===== config.mk =====
export PLATFORM = sky130hd
export DESIGN_NAME = brg_shift
export DESIGN_NICKNAME = d
export VERILOG_FILES = /design/src/rtl/i2c_defs.svh /design/src/rtl/brg_shift.sv
export SDC_FILE = /design/constraint.sdc
export NUM_CORES = 1
export LEC_CHECK = 0
export ABC_AREA = 1
export BUFFER_PORTS_ARGS = -buffer_cell sky130_fd_sc_hd__clkbuf_2
export CAP_MARGIN = 25
export CORE_MARGIN = 2
export CORE_UTILIZATION = 25
export DETAILED_ROUTE_END_ITERATION = 10
export PLACE_DENSITY_LB_ADDON = 0.08
export SETUP_SLACK_MARGIN = 0.15
export SYNTH_ARGS = -nofsm -noshare
export SYNTH_HDL_FRONTEND = slang
export SYNTH_SLANG_ARGS = --single-unit

===== constraint.sdc =====
create_clock -name CLK_I -period 1.5 [get_ports CLK_I]
set_input_delay 0.075 -clock CLK_I [delete_from_list [all_inputs] [get_ports CLK_I]]
set_output_delay 0.075 -clock CLK_I [all_outputs]
set_load 0.1 [all_outputs]

===== src/rtl/i2c_defs.svh =====
`ifndef I2C_DEFS_SVH
`define I2C_DEFS_SVH

// fifo geometry
`define I2C_FIFO_DEPTH 256
`define I2C_CNT_W 9 // counts 0 up to full depth

// words moved per i2c package
`define I2C_PKG_LEN 10

// fixed bridge target addresses
`define I2C_BRG_CMD_ADDR 7'h40 // chip select and enable commands
`define I2C_BRG_DAT_ADDR 7'h41 // bytes shifted out to flash

// returned for offsets outside the map
`define I2C_BAD_READ 32'hdeaddead

`endif

===== src/rtl/brg_shift.sv =====
`timescale 1ns/1ps

module brg_shift (
	input  logic       CLK_I,
	input  logic       RST_I,
	input  logic       soft_rst,
	input  logic       vld,
	input  logic [7:0] din,
	output logic       brg_sck,
	output logic       brg_mosi
);

	logic       busy;
	logic [5:0] phase; // [5:3] bit index, [2:0] sub-phase
	logic [7:0] sh;

	always_ff @(posedge CLK_I or posedge RST_I) begin
		if (RST_I) begin
			busy  <= 1'b0;
			phase <= '0;
			sh    <= '0;
		end else if (soft_rst) begin
			busy  <= 1'b0;
			phase <= '0;
		end else if (vld) begin
			busy  <= 1'b1;
			phase <= '0;
			sh    <= din;
		end else if (busy) begin
			phase <= phase + 1'b1;
			if (phase == 6'd63)
				busy <= 1'b0; // eight bits done
			if (phase[2:0] == 3'd7)
				sh <= {sh[6:0], 1'b0}; // next bit as sck drops
		end
	end

	// four cycles low, four high per bit
	assign brg_sck  = busy & phase[2];
	assign brg_mosi = busy & sh[7];

endmodule


---- Word-level counts from Yosys, hierarchy flattened ----
Cells that the tools add are included.
Widths: inputs -> output; s select.
word-level totals
  register bits after elaboration ......... 15
  bits of input ports ..................... 12
  output and inout port bits .............. 2
  logic and storage cells ................. 23
operators by class
  add/sub/neg operators ................... 1
  eq/ne operators ......................... 2
  muxes and demuxes ....................... 10
  bitwise operators ....................... 3
  reductions and logical operators ........ 4
operator list
  operator             number
  $mux 8               3
  $mux 6               3
  $add 6x1->6 const B  1
  $eq 6x6->1 const B   1
  $mux 1               4
  $reduce_bool 2->1    2
  $eq 3x3->1 const B   1
  $reduce_and 3->1     1
  $reduce_bool 3->1    1
  $and 1x1->1          2
  $not 1->1            1

---- Depth between registers and ports, before layout ----
Gate-level depths: netlist (run 1).
  word-level depth ........................ 5
  mapped depth ............................ 8
  depth with buffers taken out ............ 8

---- Worst setup path after synthesis (run 1) ----
No wires, ideal clock.
  path kind ............................... flip-flop to flip-flop
  start point ............................. register phase[0]
  end point ............................... register sh[1]
  setup time .............................. 0.121 ns
  arrival time ............................ 1.146 ns
  required time ........................... 1.379 ns
  path slack .............................. 0.234 ns
  stages on the path, launching flop included .. 8
  path buffers ............................ 1
  period minus slack after synthesis ...... 1.266 ns
  cell sequence ........................... dfrtp_1 ha_1 ha_1 nand3_1 nand2_2 buf_6 nand2_1 o21ai_1
on the way
  cells in the longest elaborated chain, start to end .. 3
RTL lines
  item                                line             source
  start, declared                     brg_shift.sv:14  logic [5:0] phase;
  start signal, assigned              brg_shift.sv:30  phase <= phase + 1'b1;
  $eq 3x3->1                          brg_shift.sv:33  if (phase[2:0] == 3'd7)
  $reduce_bool 2->1 (no source line)  -
  $reduce_and 3->1 (no source line)   -
  end signal, assigned                brg_shift.sv:28  sh <= din;
  end signal, assigned                brg_shift.sv:34  sh <= {sh[6:0], 1'b0};
  end, declared                       brg_shift.sv:15  logic [7:0] sh;
No other way between the ends.
A chain may end at the register's enable or synchronous reset.

---- Worst setup path in the final report (run 1) ----
  start point ............................. register phase[0]
  end point ............................... register sh[7]
Same word-level chain as after synthesis.

==> summary.txt, run 1 <==
Status
  – Status: completed

Critical path
  – CP endpoint kind: flip-flop
  – Critical Path AT: between 1 and 1.5 ns
  – Critical path required time: around 1.7 ns
  – Maximum fanout along the worst path: 8
  – Crit path kind: flip-flop to flip-flop
  – Most Frequent Cell on Critical Path: ha_1
  – Buf/Inv on CP: 0
  – Max incr delay on CP: 0.41 ns
  – Top Family by Delay on Critical Path: adder cells
  – Critical path launch point type: flip-flop
  – Critical-path cell list: ha_1, ha_1, nand3_2, nand2_4, nor2_1, a21oi_1
  – Slowest CP cell: dfrtp_1

Job
  – # Max-Cap Violations: 0

Yosys
  – Syn nets: about 120
  – Area leader, netlist: dfrtp_1
  – Number of synthesis warnings: 0
  – Synthesized area: 800.8 µm²
  – Sequential area share after synthesis: a little under half
  – FFs w/ async S/R, synth: between 90% and 100%
  – Synth top area cells: dfrtp_1 47%, nand2_1 15%, inv_1 7.5%
  – Post-synth top area share: a little under half
  – Top_reg_cell synth: dfrtp_1
  – Top-count cell post-synth: nand2_1
  – Synth unique cells: 14
  – Post-Syn Instances: between 100 and 150
  – Commonest cells in the netlist: 33 x nand2_1, 16 x inv_1, 15 x dfrtp_1
  – Post-synth EDFFs: 0
  – FF+latch count, synth: 15
  – Mapped Avg Cell Area: approximately 7.3 µm²

Routing
  – DR vias: a little over 700
  – DRC Markers: 0
  – DR vias/cell: 4.229
  – Routed Wire Length: 1.712 mm
  – Antenna Nets Post-Route: 0
  – WL/cell: 10.07 µm
  – Initial drt markers: 28
  – Drt pass-1 iters: 4

STA
  – Final Cycle Share: around 90%
  – Hold Violations, Final: 0
  – RSZ-0062 raised after global routing: true
  – Setup WS post-layout: 0.1836 ns
  – Slew @ Worst Pin: between 0.5 and 0.6 ns
  – Achievable clock frequency: between 0.7 and 0.8 GHz
  – Clock skew: 0.004454 ns
  – Relative max-transition margin: roughly three fifths
  – Final hold slack: between 0.015 and 0.02 ns
  – Minimum clock period: 1.316 ns
  – Final setup violation count: 0
  – TNS Setup: 0 ns
  – Final Slew Violations: 0

Floorplan
  – Initial Util: 26.23%
  – Area of the die: about 3700 µm²
  – Die width: ~61 µm
  – Die height: a little over 60 µm
  – Core Region: 3053 µm²
  – Row cnt: 20
  – I/O pins: 14

Placed design
  – DP Area: 904.6 µm²
  – Placer Congestion: around 0.75
  – Post-DP HPWL: between 1 and 1.5 mm
  – Post-placement setup slack: between 0.1 and 0.15 ns
  – Buffers on Ports: 13

Clocking
  – Post-CTS setup buffer count: 0
  – Clock latency on the worst-skew pair: between 0.2 and 0.3 ns
  – CTS tree: done
  – Max H-tree Level: 1
  – Clock slew seen by the registers of the worst setup and hold paths: 0.10 ns
  – CTS sink count: 15
  – CTS max path bufs: 2
  – Root cell of the clock tree: clkbuf_4
  – Cts bufs inserted: 3

Layout
  – Area grow syn2layout: 20.31%
  – Layout Cell Area excl Fill: approximately 960 µm²
  – Antenna diodes: 0
  – Final nets: roughly 140
  – Layout cells sized above 1: between 20% and 30%

GRT
  – Largest net degree at the start of global routing: 18
  – Gr usage total: 10.17%
  – Grt total ovfl: 0
  – Initial antenna violation count: 0
  – Vias in the first global route: ~620
  – First-pass GRT wire length: roughly 2.7 mm

Hold path
  – Hold Crit Class: input port to flip-flop

Pwr
  – Leakage: between 0.5 and 0.6 nW
  – Worst VDD drop: 0.4732 mV
  – Pwr dens: around 900 nW/µm²
-- sequential cells by signal (all words and copies together), names as in the netlist --
register / flops
busy: 1
sh: 8
phase: 6
-- timing repair --
action                     CTS  global route
setup endpoints to repair    6             9
hold endpoints to repair    15             0
gates resized for setup      1             3
cloned                       0             1
hold buffers                 1             0
pin swaps                    0             1
-- stage by stage --
stage               util [%]  total power [mW]  std cells
floorplan                  -            0.5832        110
global placement       29.63            0.6235        164
detailed placement     29.63            0.6257        164
CTS                    31.02            0.8758        169
global route           31.56            0.9276        170
finish                 31.56            0.8663        170
-- layer usage --
metal | vias to the layer above | part of all wire [%] | GRT usage (%)
met5 | - | 0 | 0
met4 | 0 | 0.88 | 2.795
met3 | 2 | 4.4 | 4.478
met2 | 12 | 48 | 16.44
met1 | 330 | 47 | 12.37
li1 | 375 | - | -
-- path summary, 6_finish.rpt --
| check | slack (ns) | depth (start not counted) | startpoint | end |
|---|---|---|---|---|
| worst max-delay path | 0.18 | 6 | phase[0] | sh[7] |
| worst min-delay path | 0.02 | 3 | din[0] | sh[0] |
| worst max register to register | 0.18 | 6 | phase[0] | sh[7] |
| worst min register to register | 0.53 | 2 | sh[6] | sh[6] |
| max in group asynchronous | 0.70 | 3 | RST_I | busy |
| min in group asynchronous | 0.37 | 3 | RST_I | sh[1] |
-- power by group --
part | leakage, nW | total (mW) | switching, mW | internal (mW)
clock | 0.0177 | 0.244 | 0.144 | 0.0992
sequential | 0.192 | 0.461 | 0.0188 | 0.442
combinational | 0.313 | 0.162 | 0.109 | 0.0529
-- logic make-up (layout without fill, tap and decap cells) --
family | after synthesis | count (layout) | share of synthesized area, %
buffers and inverters | 23 | 38 | 12.03
and+or+nand+nor | 50 | 51 | 25.47
adders and majority gates | 2 | 2 | 3.125
AOI/OAI and AO/OA | 20 | 20 | 12.50
DFF | 15 | 15 | 46.88
-- final cells by class --
class | count | area (µm²)
fill | 353 | 2090
sequential | 15 | 376.6
multi-input combinational | 73 | 349.1
timing repair buffer | 14 | 80.08
inverter | 20 | 75.07
tap | 44 | 55.05
clock buffer | 3 | 22.52
clock inverter | 1 | 5.005
-- worst register-to-register path, stage by stage (launching register included) --
cell and delay (ns):
dfrtp_1 0.41, ha_1 0.23, ha_1 0.20, nand3_2 0.12, nand2_4 0.10, nor2_1 0.11, a21oi_1 0.05
-- cells in the final DEF (no fill, tap or decap) --
cell / n
nand2_1: 33
inv_1: 16
dfrtp_1: 14
clkbuf_2: 11
nor2_1: 10
o21ai_1: 8
o21ai_0: 8
inv_2: 4
nand3_1: 4
a21oi_1: 3
clkbuf_4: 3
ha_1: 2
buf_4: 2
nor2_4: 1
nand3_2: 1
nand2_4: 1
o21ai_2: 1
dfrtp_2: 1
clkinv_2: 1
nand2_2: 1
dlygate4sd3_1: 1
No activity file was read; power rests on OpenSTA's default activity.
==> run 2, diff against run 1 <==
Clock period 1.5 ns to 1.25 ns, I/O delays scaled along.
==> summary.txt, run 2 (synthesis results as in run 1) <==
Pwr
  – Combinational Power Share: around a quarter
  – Worst VDD drop: about 0.36 mV
  – Net Sw Frac: a little under a third
  – Net Sw Power: between 0.3 and 0.4 mW
  – Clk pwr share: 25.9%
  – Pwr dens: between 900 and 1000 nW/µm²
  – Sequential power share: 49.9%
  – Leakage: about 0.56 nW
  – Int Pwr: roughly 0.76 mW
  – Design Power: 1.111 mW

Routing
  – Antenna Nets Post-Route: 0
  – Routed Wire Length: ~1.8 mm
  – Drt pass-1 iters: 4
  – DR vias/cell: between 4 and 5
  – WL/cell: between 10 and 15 µm
  – DR vias: 739
  – DRC Markers: 0
  – Initial drt markers: 15

STA
  – Final hold slack: roughly 0.020 ns
  – Final Slew Violations: 0
  – RSZ-0062 raised after global routing: true
  – Hold Violations, Final: 0
  – Achievable clock frequency: 0.8337 GHz
  – Relative max-transition margin: between 70% and 80%
  – Minimum clock period: ~1.2 ns
  – Clock skew: 0.007271 ns
  – Final Cycle Share: between 90% and 100%
  – Slew @ Worst Pin: 0.3040 ns
  – Final setup violation count: 0

GRT
  – Grt total ovfl: 0
  – Gr usage total: approximately 12%
  – First-pass GRT wire length: between 3 and 4 mm
  – Initial antenna violation count: 0
  – Largest net degree at the start of global routing: 16
  – Vias in the first global route: approximately 800

Critical path
  – Top Family by Delay on Critical Path: flip-flops
  – Crit path kind: flip-flop to flip-flop
  – Worst flop-to-flop path startpoint: phase[1]
  – Critical path required time: between 1 and 1.5 ns
  – Reg-to-reg setup timing slack: slightly above 0.05 ns
  – Reg2Reg Depth: 6
  – Most Frequent Cell on Critical Path: ha_4
  – Buf/Inv on CP: 0
  – Max incr delay on CP: between 0.4 and 0.5 ns
  – Critical-path cell list: ha_4, ha_4, nand3_4, nand2_8, nand2_2, o21ai_2
  – Maximum fanout along the worst path: 8
  – Critical Path AT: between 1 and 1.5 ns
  – R2r endpoint: sh[3]
  – CP endpoint kind: flip-flop
  – Critical path launch point type: flip-flop
  – Slowest CP cell: dfrtp_1

Layout
  – Max FFs per register: 8
  – Final nets: between 100 and 150
  – Largest Register: sh
  – Layout Cell Area excl Fill: 1172 µm²
  – Antenna diodes: 0
  – Area grow syn2layout: 46.41%
  – Most frequent cells in the layout: 22 x nand2_1, 14 x inv_1, 13 x dfrtp_1
  – Layout cells sized above 1: between 40% and 50%
  – FF+latch area: 377.9 µm²
  – Biggest regs: sh (8), phase (6), busy (1)
  – Multi-input logic area: between 400 and 500 µm²
  – # fillers: approximately 330
  – Most common cell after layout, fill and taps aside: nand2_1

Hold path
  – Hold Crit Class: input port to flip-flop
  – Hold-critical path depth: 3
  – Hold Path Sink: sh[0]
  – HP Start: din[0]

Placed design
  – Placer Congestion: approximately 0.68
  – DP Area: between 900 and 1000 µm²
  – Post-DP HPWL: between 1 and 1.5 mm
  – Buffers on Ports: 13

Clocking
  – CTS sink count: 15
  – Clock latency on the worst-skew pair: 0.28 ns
  – Max H-tree Level: 1
  – Clock slew seen by the registers of the worst setup and hold paths: about 0.10 ns
  – Cts bufs inserted: 3
  – CTS max path bufs: 2
  – CTS tree: done
  – Root cell of the clock tree: clkbuf_4

Floorplan
  – Row cnt: 20
  – Area of the die: around 3700 µm²
  – Die height: between 60 and 70 µm
  – Initial Util: about a quarter
  – Core Region: slightly above 3000 µm²
  – I/O pins: 14
  – Die width: approximately 60 µm

Job
  – # Max-Cap Violations: 0

Status
  – Status: completed
==> run 2: cell types whose count changed in the layout (fill, tap and decap cells not counted), sizes merged <==
cell and change:
buf +7, inv -2, clkinvlp +2
==> run 2: layout make-up <==
| class | count | area share [%] |
|---|---|---|
| Tap cell | 44 | 4.696 |
| Timing Repair Buffer | 21 | 13.77 |
| Sequential cell | 15 | 32.23 |
| Inverter | 20 | 7.471 |
| Clock buffer | 3 | 1.921 |
| Multi-Input combinational cell | 73 | 39.49 |
| Clock inverter | 1 | 0.4269 |
==> run 2: routing by layer <==
| layer | GRT usage (%) | part of all wire, % | vias up | wire [µm] |
|---|---|---|---|---|
| li1 | - | - | 385 | - |
| met1 | 15.55 | 47 | 346 | 844 |
| met2 | 20.74 | 49 | 6 | 890 |
| met3 | 1.919 | 2.9 | 2 | 52 |
| met4 | 4.658 | 0.83 | 0 | 15 |
| met5 | 0 | 0 | - | 0 |
==> run 2: power by group through the flow <==
stage / registers [mW] / clock network (mW) / logic [mW]
floorplan: 0.557 / 0 / 0.148
global placement: 0.563 / 0 / 0.216
detailed placement: 0.564 / 0 / 0.218
CTS: 0.551 / 0.301 / 0.241
global route: 0.559 / 0.333 / 0.305
finish: 0.555 / 0.287 / 0.270
==> run 2: metrics by stage <==
| step | worst slack [ns] | instances | TNS [ns] | util, % |
|---|---|---|---|---|
| after floorplan | 0.04666 | 110 | 0 | - |
| after global placement | 0.003708 | 169 | 0 | 32.58 |
| after detailed placement | -0.02487 | 169 | -0.03987 | 32.58 |
| after CTS | 0.04644 | 176 | 0 | 35.33 |
| after global routing | -0.01493 | 177 | -0.02649 | 38.40 |
| final | 0.05047 | 177 | 0 | 38.40 |
==> run 2: worst min-delay path: cells and delay by family <==
kind | cells | cell delay [ns]
buffers and inverters | 1 | 0.08
AO/OA/AOI/OAI | 1 | 0.05
AND/OR/NAND/NOR | 1 | 0.08
==> run 2: timing repair <==
action | CTS | global route
buffers inserted | 1 | 1
cloned | 1 | 0
hold buffers | 1 | 0
endpoints found under the setup margin | 14 | 15
resized for setup | 10 | 24
pin swaps | 4 | 11
endpoints found under the hold margin | 15 | 0
==> run 2: how the worst max path moves through the flow <==
stage / end / depth (start not counted) / from / slack (ns)
global route: sh[2] / 6 / phase[0] / -0.01
floorplan: sh[1] / 7 / phase[1] / 0.05
global placement: sh[7] / 6 / phase[0] / 0.004
CTS: sh[7] / 6 / phase[1] / 0.05
finish: sh[3] / 6 / phase[1] / 0.05
detailed placement: sh[7] / 6 / phase[1] / -0.02
