**config.mk**
```make
export PLATFORM = sky130hd
export DESIGN_NAME = i2c_phy
export DESIGN_NICKNAME = d
export VERILOG_FILES = /design/src/rtl/i2c_link_pkg.sv /design/src/rtl/i2c_bus_pkg.sv /design/src/rtl/i2c_phy.sv
export VERILOG_INCLUDE_DIRS = /design/src /design/src/rtl
export SDC_FILE = /design/constraint.sdc
export NUM_CORES = 1
export LEC_CHECK = 0
export ABC_AREA = 1
export BUFFER_PORTS_ARGS = -buffer_cell sky130_fd_sc_hd__buf_2
export CAP_MARGIN = 40
export CORE_MARGIN = 5
export CORE_UTILIZATION = 52
export CTS_BUF_LIST = sky130_fd_sc_hd__clkbuf_8
export DETAILED_ROUTE_END_ITERATION = 16
export HOLD_SLACK_MARGIN = 0.06
export PLACE_DENSITY = 0.8
export SYNTH_ARGS = -nofsm -noshare
export SYNTH_HDL_FRONTEND = slang
export SYNTH_SLANG_ARGS = --single-unit
```
**constraint.sdc**
```tcl
create_clock -name CLK_I -period 5.7 [get_ports CLK_I]
set_input_delay 1.14 -clock CLK_I [delete_from_list [all_inputs] [get_ports CLK_I]]
set_output_delay 1.14 -clock CLK_I [all_outputs]
set_load 0.02 [all_outputs]
```
**src/rtl/i2c_defs.svh**
```systemverilog
`ifndef I2C_DEFS_SVH
`define I2C_DEFS_SVH

// fifo geometry
`define I2C_FIFO_DEPTH 256
`define I2C_CNT_W 9 // counts 0 up to full depth

// words moved per i2c package
`define I2C_PKG_LEN 10

// fixed bridge target addresses
`define I2C_BRG_CMD_ADDR 7'h40 // chip select and enable commands
`define I2C_BRG_DAT_ADDR 7'h41 // bytes shifted out to flash

// returned for offsets outside the map
`define I2C_BAD_READ 32'hdeaddead

`endif
```
**src/rtl/i2c_link_pkg.sv**
```systemverilog
package i2c_link_pkg;

	// target fsm states
	typedef enum logic [2:0] {
		IDLE,     // waiting for start
		ADDR,     // shifting in address and r/w bit
		ADDR_ACK, // driving address ack
		WR_BYTE,  // master sends a data byte
		WR_ACK,   // target acks the data byte
		RD_BYTE,  // target sends a data byte
		RD_ACK    // master acks or nacks
	} link_state_t;

	// command bytes for the bridge command address
	typedef enum logic [7:0] {
		CS_LOW  = 8'h00, // select flash
		CS_HIGH = 8'h01, // deselect flash
		EN_ON   = 8'h02, // route i2c data to bridge
		EN_OFF  = 8'h03
	} brg_cmd_t;

endpackage

```
**src/rtl/i2c_bus_pkg.sv**
```systemverilog
package i2c_bus_pkg;

	typedef logic [31:0] word_t; // bus and fifo word

	// register offsets on the host bus
	typedef enum logic [5:0] {
		CTRL = 6'h00,
		ADDR = 6'h04,
		TX   = 6'h08,
		RX   = 6'h0c
	} reg_addr_t;

	// ctrl flag clear bits, write 1
	localparam int WSTOP_CLR = 18;
	localparam int RSTOP_CLR = 19;
	localparam int RERR_CLR  = 20;

	// self clearing resets
	localparam int RXRST = 21;
	localparam int TXRST = 22;
	localparam int RST   = 23;

	// interrupt mask
	localparam int MASK_SET = 24;
	localparam int MASK_CLR = 25;

endpackage

```
**src/rtl/i2c_phy.sv**
```systemverilog
`timescale 1ns/1ps
`include "i2c_defs.svh"

module i2c_phy (
	input  logic               CLK_I,
	input  logic               RST_I,
	input  logic               soft_rst,
	input  logic               scl_pin,
	input  logic               sda_i,
	input  logic [6:0]         dev_addr,
	input  logic               full,
	input  logic               empty,
	input  i2c_bus_pkg::word_t rd_word,
	output logic               sda_oe,
	output logic               push,
	output i2c_bus_pkg::word_t wr_word,
	output logic               pop,
	output logic               wstop,
	output logic               rstop,
	output logic               rerr,
	output logic               byte_done,
	output logic [7:0]         byte_val,
	output logic [6:0]         cur_addr
);

	i2c_link_pkg::link_state_t state;

	logic [2:0]         scl_q; // [1:0] synchroniser, [2] edge history
	logic [2:0]         sda_q;
	logic               scl_rise;
	logic               scl_fall;
	logic               start_det;
	logic               stop_det;
	logic [3:0]         bit_cnt;
	logic [7:0]         shreg;
	logic [1:0]         byte_idx; // byte position inside a word
	i2c_bus_pkg::word_t tx_word;
	logic               rd_mode;
	logic               m_ack;
	logic               wr_act;  // acked write to device address
	logic               rd_end;  // master closed read with nack
	logic               hit_dev;
	logic               hit_brg;
	logic               addr_ack;
	logic               rd_load;
	logic [7:0]         nxt_byte;

	assign scl_rise  = scl_q[1] & ~scl_q[2];
	assign scl_fall  = ~scl_q[1] & scl_q[2];
	assign start_det = scl_q[1] & scl_q[2] & sda_q[2] & ~sda_q[1]; // sda falls, scl high
	assign stop_det  = scl_q[1] & scl_q[2] & ~sda_q[2] & sda_q[1]; // sda rises, scl high

	assign hit_dev = (shreg[7:1] == dev_addr);
	assign hit_brg = (shreg[7:1] == `I2C_BRG_CMD_ADDR) || (shreg[7:1] == `I2C_BRG_DAT_ADDR);

	// package margin checked once, at address time
	assign addr_ack = shreg[0] ? (hit_dev & ~empty) : ((hit_dev & ~full) | hit_brg);

	// next transmit byte, fresh word from the fifo head on a word boundary
	assign nxt_byte = (byte_idx == 2'd0) ? rd_word[31:24] : tx_word[31:24];
	assign rd_load  = scl_fall &&
		(((state == i2c_link_pkg::ADDR_ACK) && rd_mode) ||
		((state == i2c_link_pkg::RD_ACK) && m_ack));

	always_ff @(posedge CLK_I or posedge RST_I) begin
		if (RST_I) begin
			scl_q <= 3'b111; // bus idles high
			sda_q <= 3'b111;
		end else begin
			scl_q <= {scl_q[1:0], scl_pin};
			sda_q <= {sda_q[1:0], sda_i};
		end
	end

	always_ff @(posedge CLK_I or posedge RST_I) begin
		if (RST_I) begin
			state     <= i2c_link_pkg::IDLE;
			sda_oe    <= 1'b0;
			push      <= 1'b0;
			pop       <= 1'b0;
			wstop     <= 1'b0;
			rstop     <= 1'b0;
			rerr      <= 1'b0;
			byte_done <= 1'b0;
			byte_val  <= '0;
			cur_addr  <= '0;
			wr_word   <= '0;
			tx_word   <= '0;
			shreg     <= '0;
			bit_cnt   <= '0;
			byte_idx  <= '0;
			rd_mode   <= 1'b0;
			m_ack     <= 1'b0;
			wr_act    <= 1'b0;
			rd_end    <= 1'b0;
		end else begin
			push      <= 1'b0;
			pop       <= 1'b0;
			wstop     <= 1'b0;
			rstop     <= 1'b0;
			rerr      <= 1'b0;
			byte_done <= 1'b0;
			if (soft_rst) begin
				state  <= i2c_link_pkg::IDLE;
				sda_oe <= 1'b0;
				wr_act <= 1'b0;
				rd_end <= 1'b0;
			end else if (start_det) begin
				state   <= i2c_link_pkg::ADDR; // also a repeated start
				bit_cnt <= '0;
				sda_oe  <= 1'b0;
				wr_act  <= 1'b0;
				rd_end  <= 1'b0;
			end else if (stop_det) begin
				state  <= i2c_link_pkg::IDLE;
				sda_oe <= 1'b0;
				wstop  <= wr_act;
				rstop  <= rd_end;
				wr_act <= 1'b0;
				rd_end <= 1'b0;
			end else if (rd_load) begin
				shreg   <= nxt_byte;
				sda_oe  <= ~nxt_byte[7]; // pull low for a zero bit
				bit_cnt <= '0;
				state   <= i2c_link_pkg::RD_BYTE;
				if (byte_idx == 2'd0) begin
					tx_word <= {rd_word[23:0], 8'h00};
					pop     <= 1'b1;
				end else begin
					tx_word <= {tx_word[23:0], 8'h00};
				end
				byte_idx <= byte_idx + 1'b1;
			end else begin
				case (state)
					i2c_link_pkg::ADDR, i2c_link_pkg::WR_BYTE: begin
						if (scl_rise && bit_cnt != 4'd8) begin
							shreg   <= {shreg[6:0], sda_q[1]};
							bit_cnt <= bit_cnt + 1'b1;
						end else if (scl_fall && bit_cnt == 4'd8) begin
							bit_cnt <= '0;
							if (state == i2c_link_pkg::ADDR) begin
								cur_addr <= shreg[7:1];
								rd_mode  <= shreg[0];
								byte_idx <= '0;
								sda_oe   <= addr_ack;
								rerr     <= shreg[0] & hit_dev & empty;
								wr_act   <= ~shreg[0] & hit_dev & ~full;
								state    <= addr_ack ? i2c_link_pkg::ADDR_ACK
									: i2c_link_pkg::IDLE;
							end else begin
								sda_oe    <= 1'b1; // data bytes always acked
								byte_val  <= shreg;
								byte_done <= 1'b1;
								state     <= i2c_link_pkg::WR_ACK;
								if (cur_addr == dev_addr) begin
									wr_word  <= {wr_word[23:0], shreg}; // first byte ends high
									push     <= (byte_idx == 2'd3);
									byte_idx <= byte_idx + 1'b1;
								end
							end
						end
					end
					i2c_link_pkg::ADDR_ACK, i2c_link_pkg::WR_ACK: begin
						if (scl_fall) begin // read side taken by rd_load
							sda_oe <= 1'b0;
							state  <= i2c_link_pkg::WR_BYTE;
						end
					end
					i2c_link_pkg::RD_BYTE: begin
						if (scl_rise) begin
							bit_cnt <= bit_cnt + 1'b1;
						end else if (scl_fall) begin
							if (bit_cnt == 4'd8) begin
								sda_oe  <= 1'b0; // let master ack
								bit_cnt <= '0;
								state   <= i2c_link_pkg::RD_ACK;
							end else begin
								shreg  <= {shreg[6:0], 1'b0};
								sda_oe <= ~shreg[6];
							end
						end
					end
					i2c_link_pkg::RD_ACK: begin
						if (scl_rise) begin
							m_ack <= ~sda_q[1];
						end else if (scl_fall) begin
							rd_end <= 1'b1; // nack, wait for stop
							state  <= i2c_link_pkg::IDLE;
						end
					end
					default: ;
				endcase
			end
		end
	end

endmodule

```
After elaboration in Yosys (flattened, before gate mapping)
Index checks and enable logic that the tools add are counted.
{ "totals": {"regBits": 113, "inputBits": 46, "out_inout_bits": 54, "wordCells": 221} }
{ "classes": {"add_sub_neg": 2, "n_eq_ne": 33, "muxes": 102, "bitwise_logic": 29, "reduce_logical": 34} }
{ "op_table": {"columns": ["cell", "count"], "rows": [
  ["$mux W1", 63],
  ["$mux W8", 6],
  ["$ne A6 B6 Y1 const B", 8],
  ["$mux W3", 13],
  ["$mux W32", 1],
  ["$mux W4", 8],
  ["$reduce_and A8 Y1", 3],
  ["$reduce_bool A4 Y1", 6],
  ["$reduce_and A6 Y1", 3],
  ["$reduce_and A9 Y1", 2],
  ["$pmux W8 S2", 1],
  ["$ne A5 B5 Y1 const B", 3],
  ["$not A1 Y1", 15],
  ["$eq A7 B7 Y1", 2],
  ["$eq A7 B7 Y1 const B", 2],
  ["$mux W2", 7],
  ["$and A1 B1 Y1", 13],
  ["$ne A3 B3 Y1 const B", 4],
  ["$ne A4 B4 Y1 const B", 3],
  ["$pmux W3 S4", 1],
  ["$eq A3 B3 Y1 const B", 3],
  ["$pmux W4 S2", 1],
  ["$reduce_and A4 Y1", 2],
  ["$reduce_bool A8 Y1", 1],
  ["other kinds (19)", 29]
]} }

Depth between registers and ports, before layout
{ "depth": {"depth_word": 13, "ltp_mapped": 13, "mapped_depth_nobuf": 12} }

Worst setup path before layout
No wires, ideal clock.
{ "synth_path": {"kind": "input to register", "startpoint": "input soft_rst", "endpoint": "register wr_word[16]", "setup_ns": 0.119, "t_arrival_ns": 2.314, "setup_slack_ns": 3.267, "path_stages": 9, "path_cell_list": "inv_1 nand3_1 nor2_2 nand2_2 or2_1 buf_6 buf_6 nor2_2 a21oi_2"} }
{ "synth_between": {"elab_chain_cells": 2} }
{ "synth_lines": {"columns": ["element", "line_no", "source"], "rows": [
  ["start: declaration", "i2c_phy.sv:7", "input logic soft_rst,"],
  ["$not A1 Y1 (no source line)", null, null],
  ["$reduce_and A9 Y1 (no source line)", null, null],
  ["end signal: assignment", "i2c_phy.sv:156", "wr_word <= {wr_word[23:0], shreg};"],
  ["end: declaration", "i2c_phy.sv:16", "output i2c_bus_pkg::word_t wr_word,"]
]} }
No other way between the ends.
A chain may end at the register's enable or synchronous reset.

Worst setup path in the final report
{ "layout_path": {"startpoint": "register scl_q[1]", "endpoint": "register wr_word[23]"} }
{ "layout_between": {"elab_chain_cells": 5} }
{ "layout_lines": {"columns": ["element", "line_no", "source"], "rows": [
  ["start: declaration", "i2c_phy.sv:28", "logic [2:0] scl_q;"],
  ["start signal: assignment", "i2c_phy.sv:70", "scl_q <= {scl_q[1:0], scl_pin};"],
  ["$and A1 B1 Y1 / $not A1 Y1 (equally long branches)", "i2c_phy.sv:50, i2c_phy.sv:51, i2c_phy.sv:49", null],
  ["$and A1 B1 Y1 (on tied branches)", "i2c_phy.sv:51, i2c_phy.sv:49, i2c_phy.sv:50", null],
  ["$and A1 B1 Y1 (tied with other cells)", "i2c_phy.sv:51", "assign stop_det = scl_q[1] & scl_q[2] & ~sda_q[2] & sda_q[1];"],
  ["$not A1 Y1 (no source line)", null, null],
  ["$reduce_and A9 Y1 (no source line) *", null, null]
]} }
Mark *: on every way between the ends. The rest lies on a longest branch, timed or not.

==> flow_summary.yaml <==
global_routing:
  grt_start_max_net_pins: 68
  overflow: 0
  track_usage_pct: 19.81
  grt_pass1_wl_um: 18610
  antenna_found_initial: 0
  grt_pass1_vias: 3964
layout:
  areaGrowthSynthToFinish_pct: 14.66
  drive_gt1_share_pct: 23.13
  multiInputGateArea_um2: 1992
  n_antenna_cell: 0
  final_cell_mix: "nand2_1, dfrtp_1, buf_2"
  fillCellCount: 854
  layout_commonest_cell: "nand2_1"
  finalNetCount: 744
  seq_area_um2: 2635
critical_path:
  end_kind: "flip-flop"
  crit_path_start_kind: "flip-flop"
  critical_path_required_ns: 5.96
  cpPeakStageDelay_ns: 0.57
  cp_cell_sequence: "inv_1 > ha_1 > nand3_1 > nand2_1 > nor2_2 > nand2_2 > or2_2 > buf_4 > nor2_1 > a21oi_2"
  worstPathMaxFanout: 65
  critPathArrivalTime_ns: 3.29
  critPathKind: "flip-flop to flip-flop"
  cp_slowest_cell: "dfstp_2"
sta:
  period_needed_ns: 3.026
  skew_ns: 0.01942
  slew-limit-headroom_pct: 46.98
  hold_slack_ns: 0.3553
  min_period_over_period_pct: 53.09
  tightest_slew_ns: 0.7953
  slew_viol_final: 0
  setup_viol: 0
  fmax_mhz: 330.5
  tns_ns: 0
  fin_ws_ns: 2.674
  rsz0062_at_grt: "false"
  hold_viol_final: 0
floorplanning:
  placement_rows: 36
  core_area_um2: 9684
  floorplan.initialDensity_pct: 52.88
  die_h_um: 109.2
  ios: 100
  die_w_um: 109.2
  dieArea_um2: 11930
clock_tree:
  cts_tree: "yes"
  post_cts_buffers: 0
  root_buffer: "clkbuf_8"
  hold_buffers: 0
  ctsResizeCount: 0
  cts.clk_slew.worst_paths_ns: 0.12
  cts.sinks: 105
  worstSkewPairLatency_ns: 0.38
  cts_buffers: 9
  htree_levels: 3
  cts.path.max_buffers: 2
synthesis:
  synth.distinct_cells: 36
  synth-seq-cells: 105
  synth_ff_type: "dfrtp_1"
  avgSynthCellArea_um2: 8.550
  synthArstFlopShare_pct: 100.0
  synth_edf_count: 0
  yosysWarnings: 0
  synthCells: 599
  netlist_area_um2: 5121
  syn-num-nets: 652
  ys_seq_area_share_pct: 51.45
status:
  status: "finished, final reports clean"
detailed_routing:
  drc: 0
  ant_nets: 0
  drt_iter0_markers: 230
  vias: 4206
  viasPerCell: 5.074
  wl_um: 11470
  post_drt_wl_per_cell_um: 13.84
  dr.pass1.iters: 5
power:
  ir_worst_vdd_mv: 0.1773
  powerDensity_nw_per_um2: 366.4
  power.leakage_uw: 0.003142
placement:
  dpl.hpwl_um: 8558
  dpl_worst_slack_ns: 2.617
  gp_congestion: 0.8907
  port_buffers: 99
worst_hold_path:
  hold_class: "flip-flop to flip-flop"
job:
  maxCapViolCount: 0
through the flow:
step                power (uW)  instance area (um2)  std cells  utilization (%)
finish                    2151                 5872        829            60.63
CTS                       2161                 5872        829            60.63
floorplan                 1515                 5121        599                -
global route              2306                 5872        829            60.63
global placement          1674                 5648        812            58.32
detailed placement        1695                 5663        813            58.48
synthesized netlist by cell type (2+ instances only):
cell type | instances | area share, %
nand2_1 | 148 | 11
ha_1 | 7 | 1.7
a21oi_2 | 9 | 1.5
inv_1 | 85 | 6.2
nand2_2 | 2 | 0.24
nor3_1 | 8 | 0.78
a21oi_1 | 7 | 0.68
buf_6 | 5 | 1.1
o21ai_2 | 6 | 1.0
buf_4 | 5 | 0.73
dfstp_2 | 6 | 3.1
o21ai_1 | 19 | 1.9
nand4_1 | 8 | 0.98
clkbuf_1 | 7 | 0.51
buf_2 | 3 | 0.29
o211ai_1 | 22 | 3.2
o21ai_0 | 57 | 5.6
nor2_2 | 6 | 0.73
nor2_1 | 34 | 2.5
nand3_1 | 23 | 2.2
xor2_1 | 8 | 1.4
nand4_2 | 2 | 0.49
dfrtp_1 | 99 | 48
inv_2 | 5 | 0.37
mux2i_1 | 7 | 1.4
critical path: cells and delay by family, from the launching register on:
family                   cells  cell delay, ns
AND/OR/NAND/NOR              6            1.59
flip-flops                   1            0.57
buffers and inverters        2            0.37
adder cells (fa/ha/maj)      1            0.32
AO/OA/AOI/OAI                1            0.04
registers in the layout, indices dropped and copies added, names as in the netlist, 2 cells and up:
| register | count |
|---|---|
| byte_idx | 2 |
| wr_word | 32 |
| sda_q | 3 |
| scl_q | 3 |
| bit_cnt | 4 |
| state | 3 |
| tx_word | 24 |
| cur_addr | 7 |
| shreg | 8 |
| byte_val | 8 |
final timing paths:
kind / start / to / slack [ns] / cells past startpoint
setup / recovery: scl_q[1]$_DFF_PP1_ / wr_word[23]$_DFFE_PP0P_ / 2.67 / 10
hold / removal: scl_q[0]$_DFF_PP1_ / scl_q[1]$_DFF_PP1_ / 0.36 / 0
setup reg to reg: scl_q[1]$_DFF_PP1_ / wr_word[23]$_DFFE_PP0P_ / 2.67 / 10
hold reg to reg: scl_q[0]$_DFF_PP1_ / scl_q[1]$_DFF_PP1_ / 0.36 / 0
max in group asynchronous: RST_I / sda_q[2]$_DFF_PP1_ / 3.76 / 3
min in group asynchronous: RST_I / cur_addr[6]$_DFFE_PP0P_ / 0.90 / 2
routing by layer:
metal / vias up / wire [um] / GRT usage, %
li1: 2106 / - / -
met1: 1962 / 5234 / 27.16
met2: 125 / 5403 / 32.32
met3: 13 / 699 / 3.789
met4: 0 / 132 / 5.521
met5: - / 0 / 0
where the power goes:
part	internal [uW]	switching, uW	leakage (uW)
Combinational	213	461	0.00175
Sequential	905	106	0.00129
Clock	175	292	0.000100
Total	1290	859	0.00314
kinds of logic (layout without fill, tap and decap cells):
group,after synthesis,after routing,synth area share [%]
AOI/OAI and AO/OA,122,122,14.22
xor gates and xnor gates,9,9,1.539
adders and majority gates,7,7,1.710
buffers and inverters,112,209,9.700
DFF,105,105,51.45
muxes,7,7,1.368
and+or+nand+nor,237,237,20.01
area by class of cell:
class	count	share of cell area, %
multi-input cells	382	33.92
clock inverters	7	1.449
inverters	91	5.860
well taps	133	2.834
clock buffers	9	2.110
flip-flops and latches	105	44.88
repair buffers	102	8.950
No activity file was read; power rests on OpenSTA's default activity.
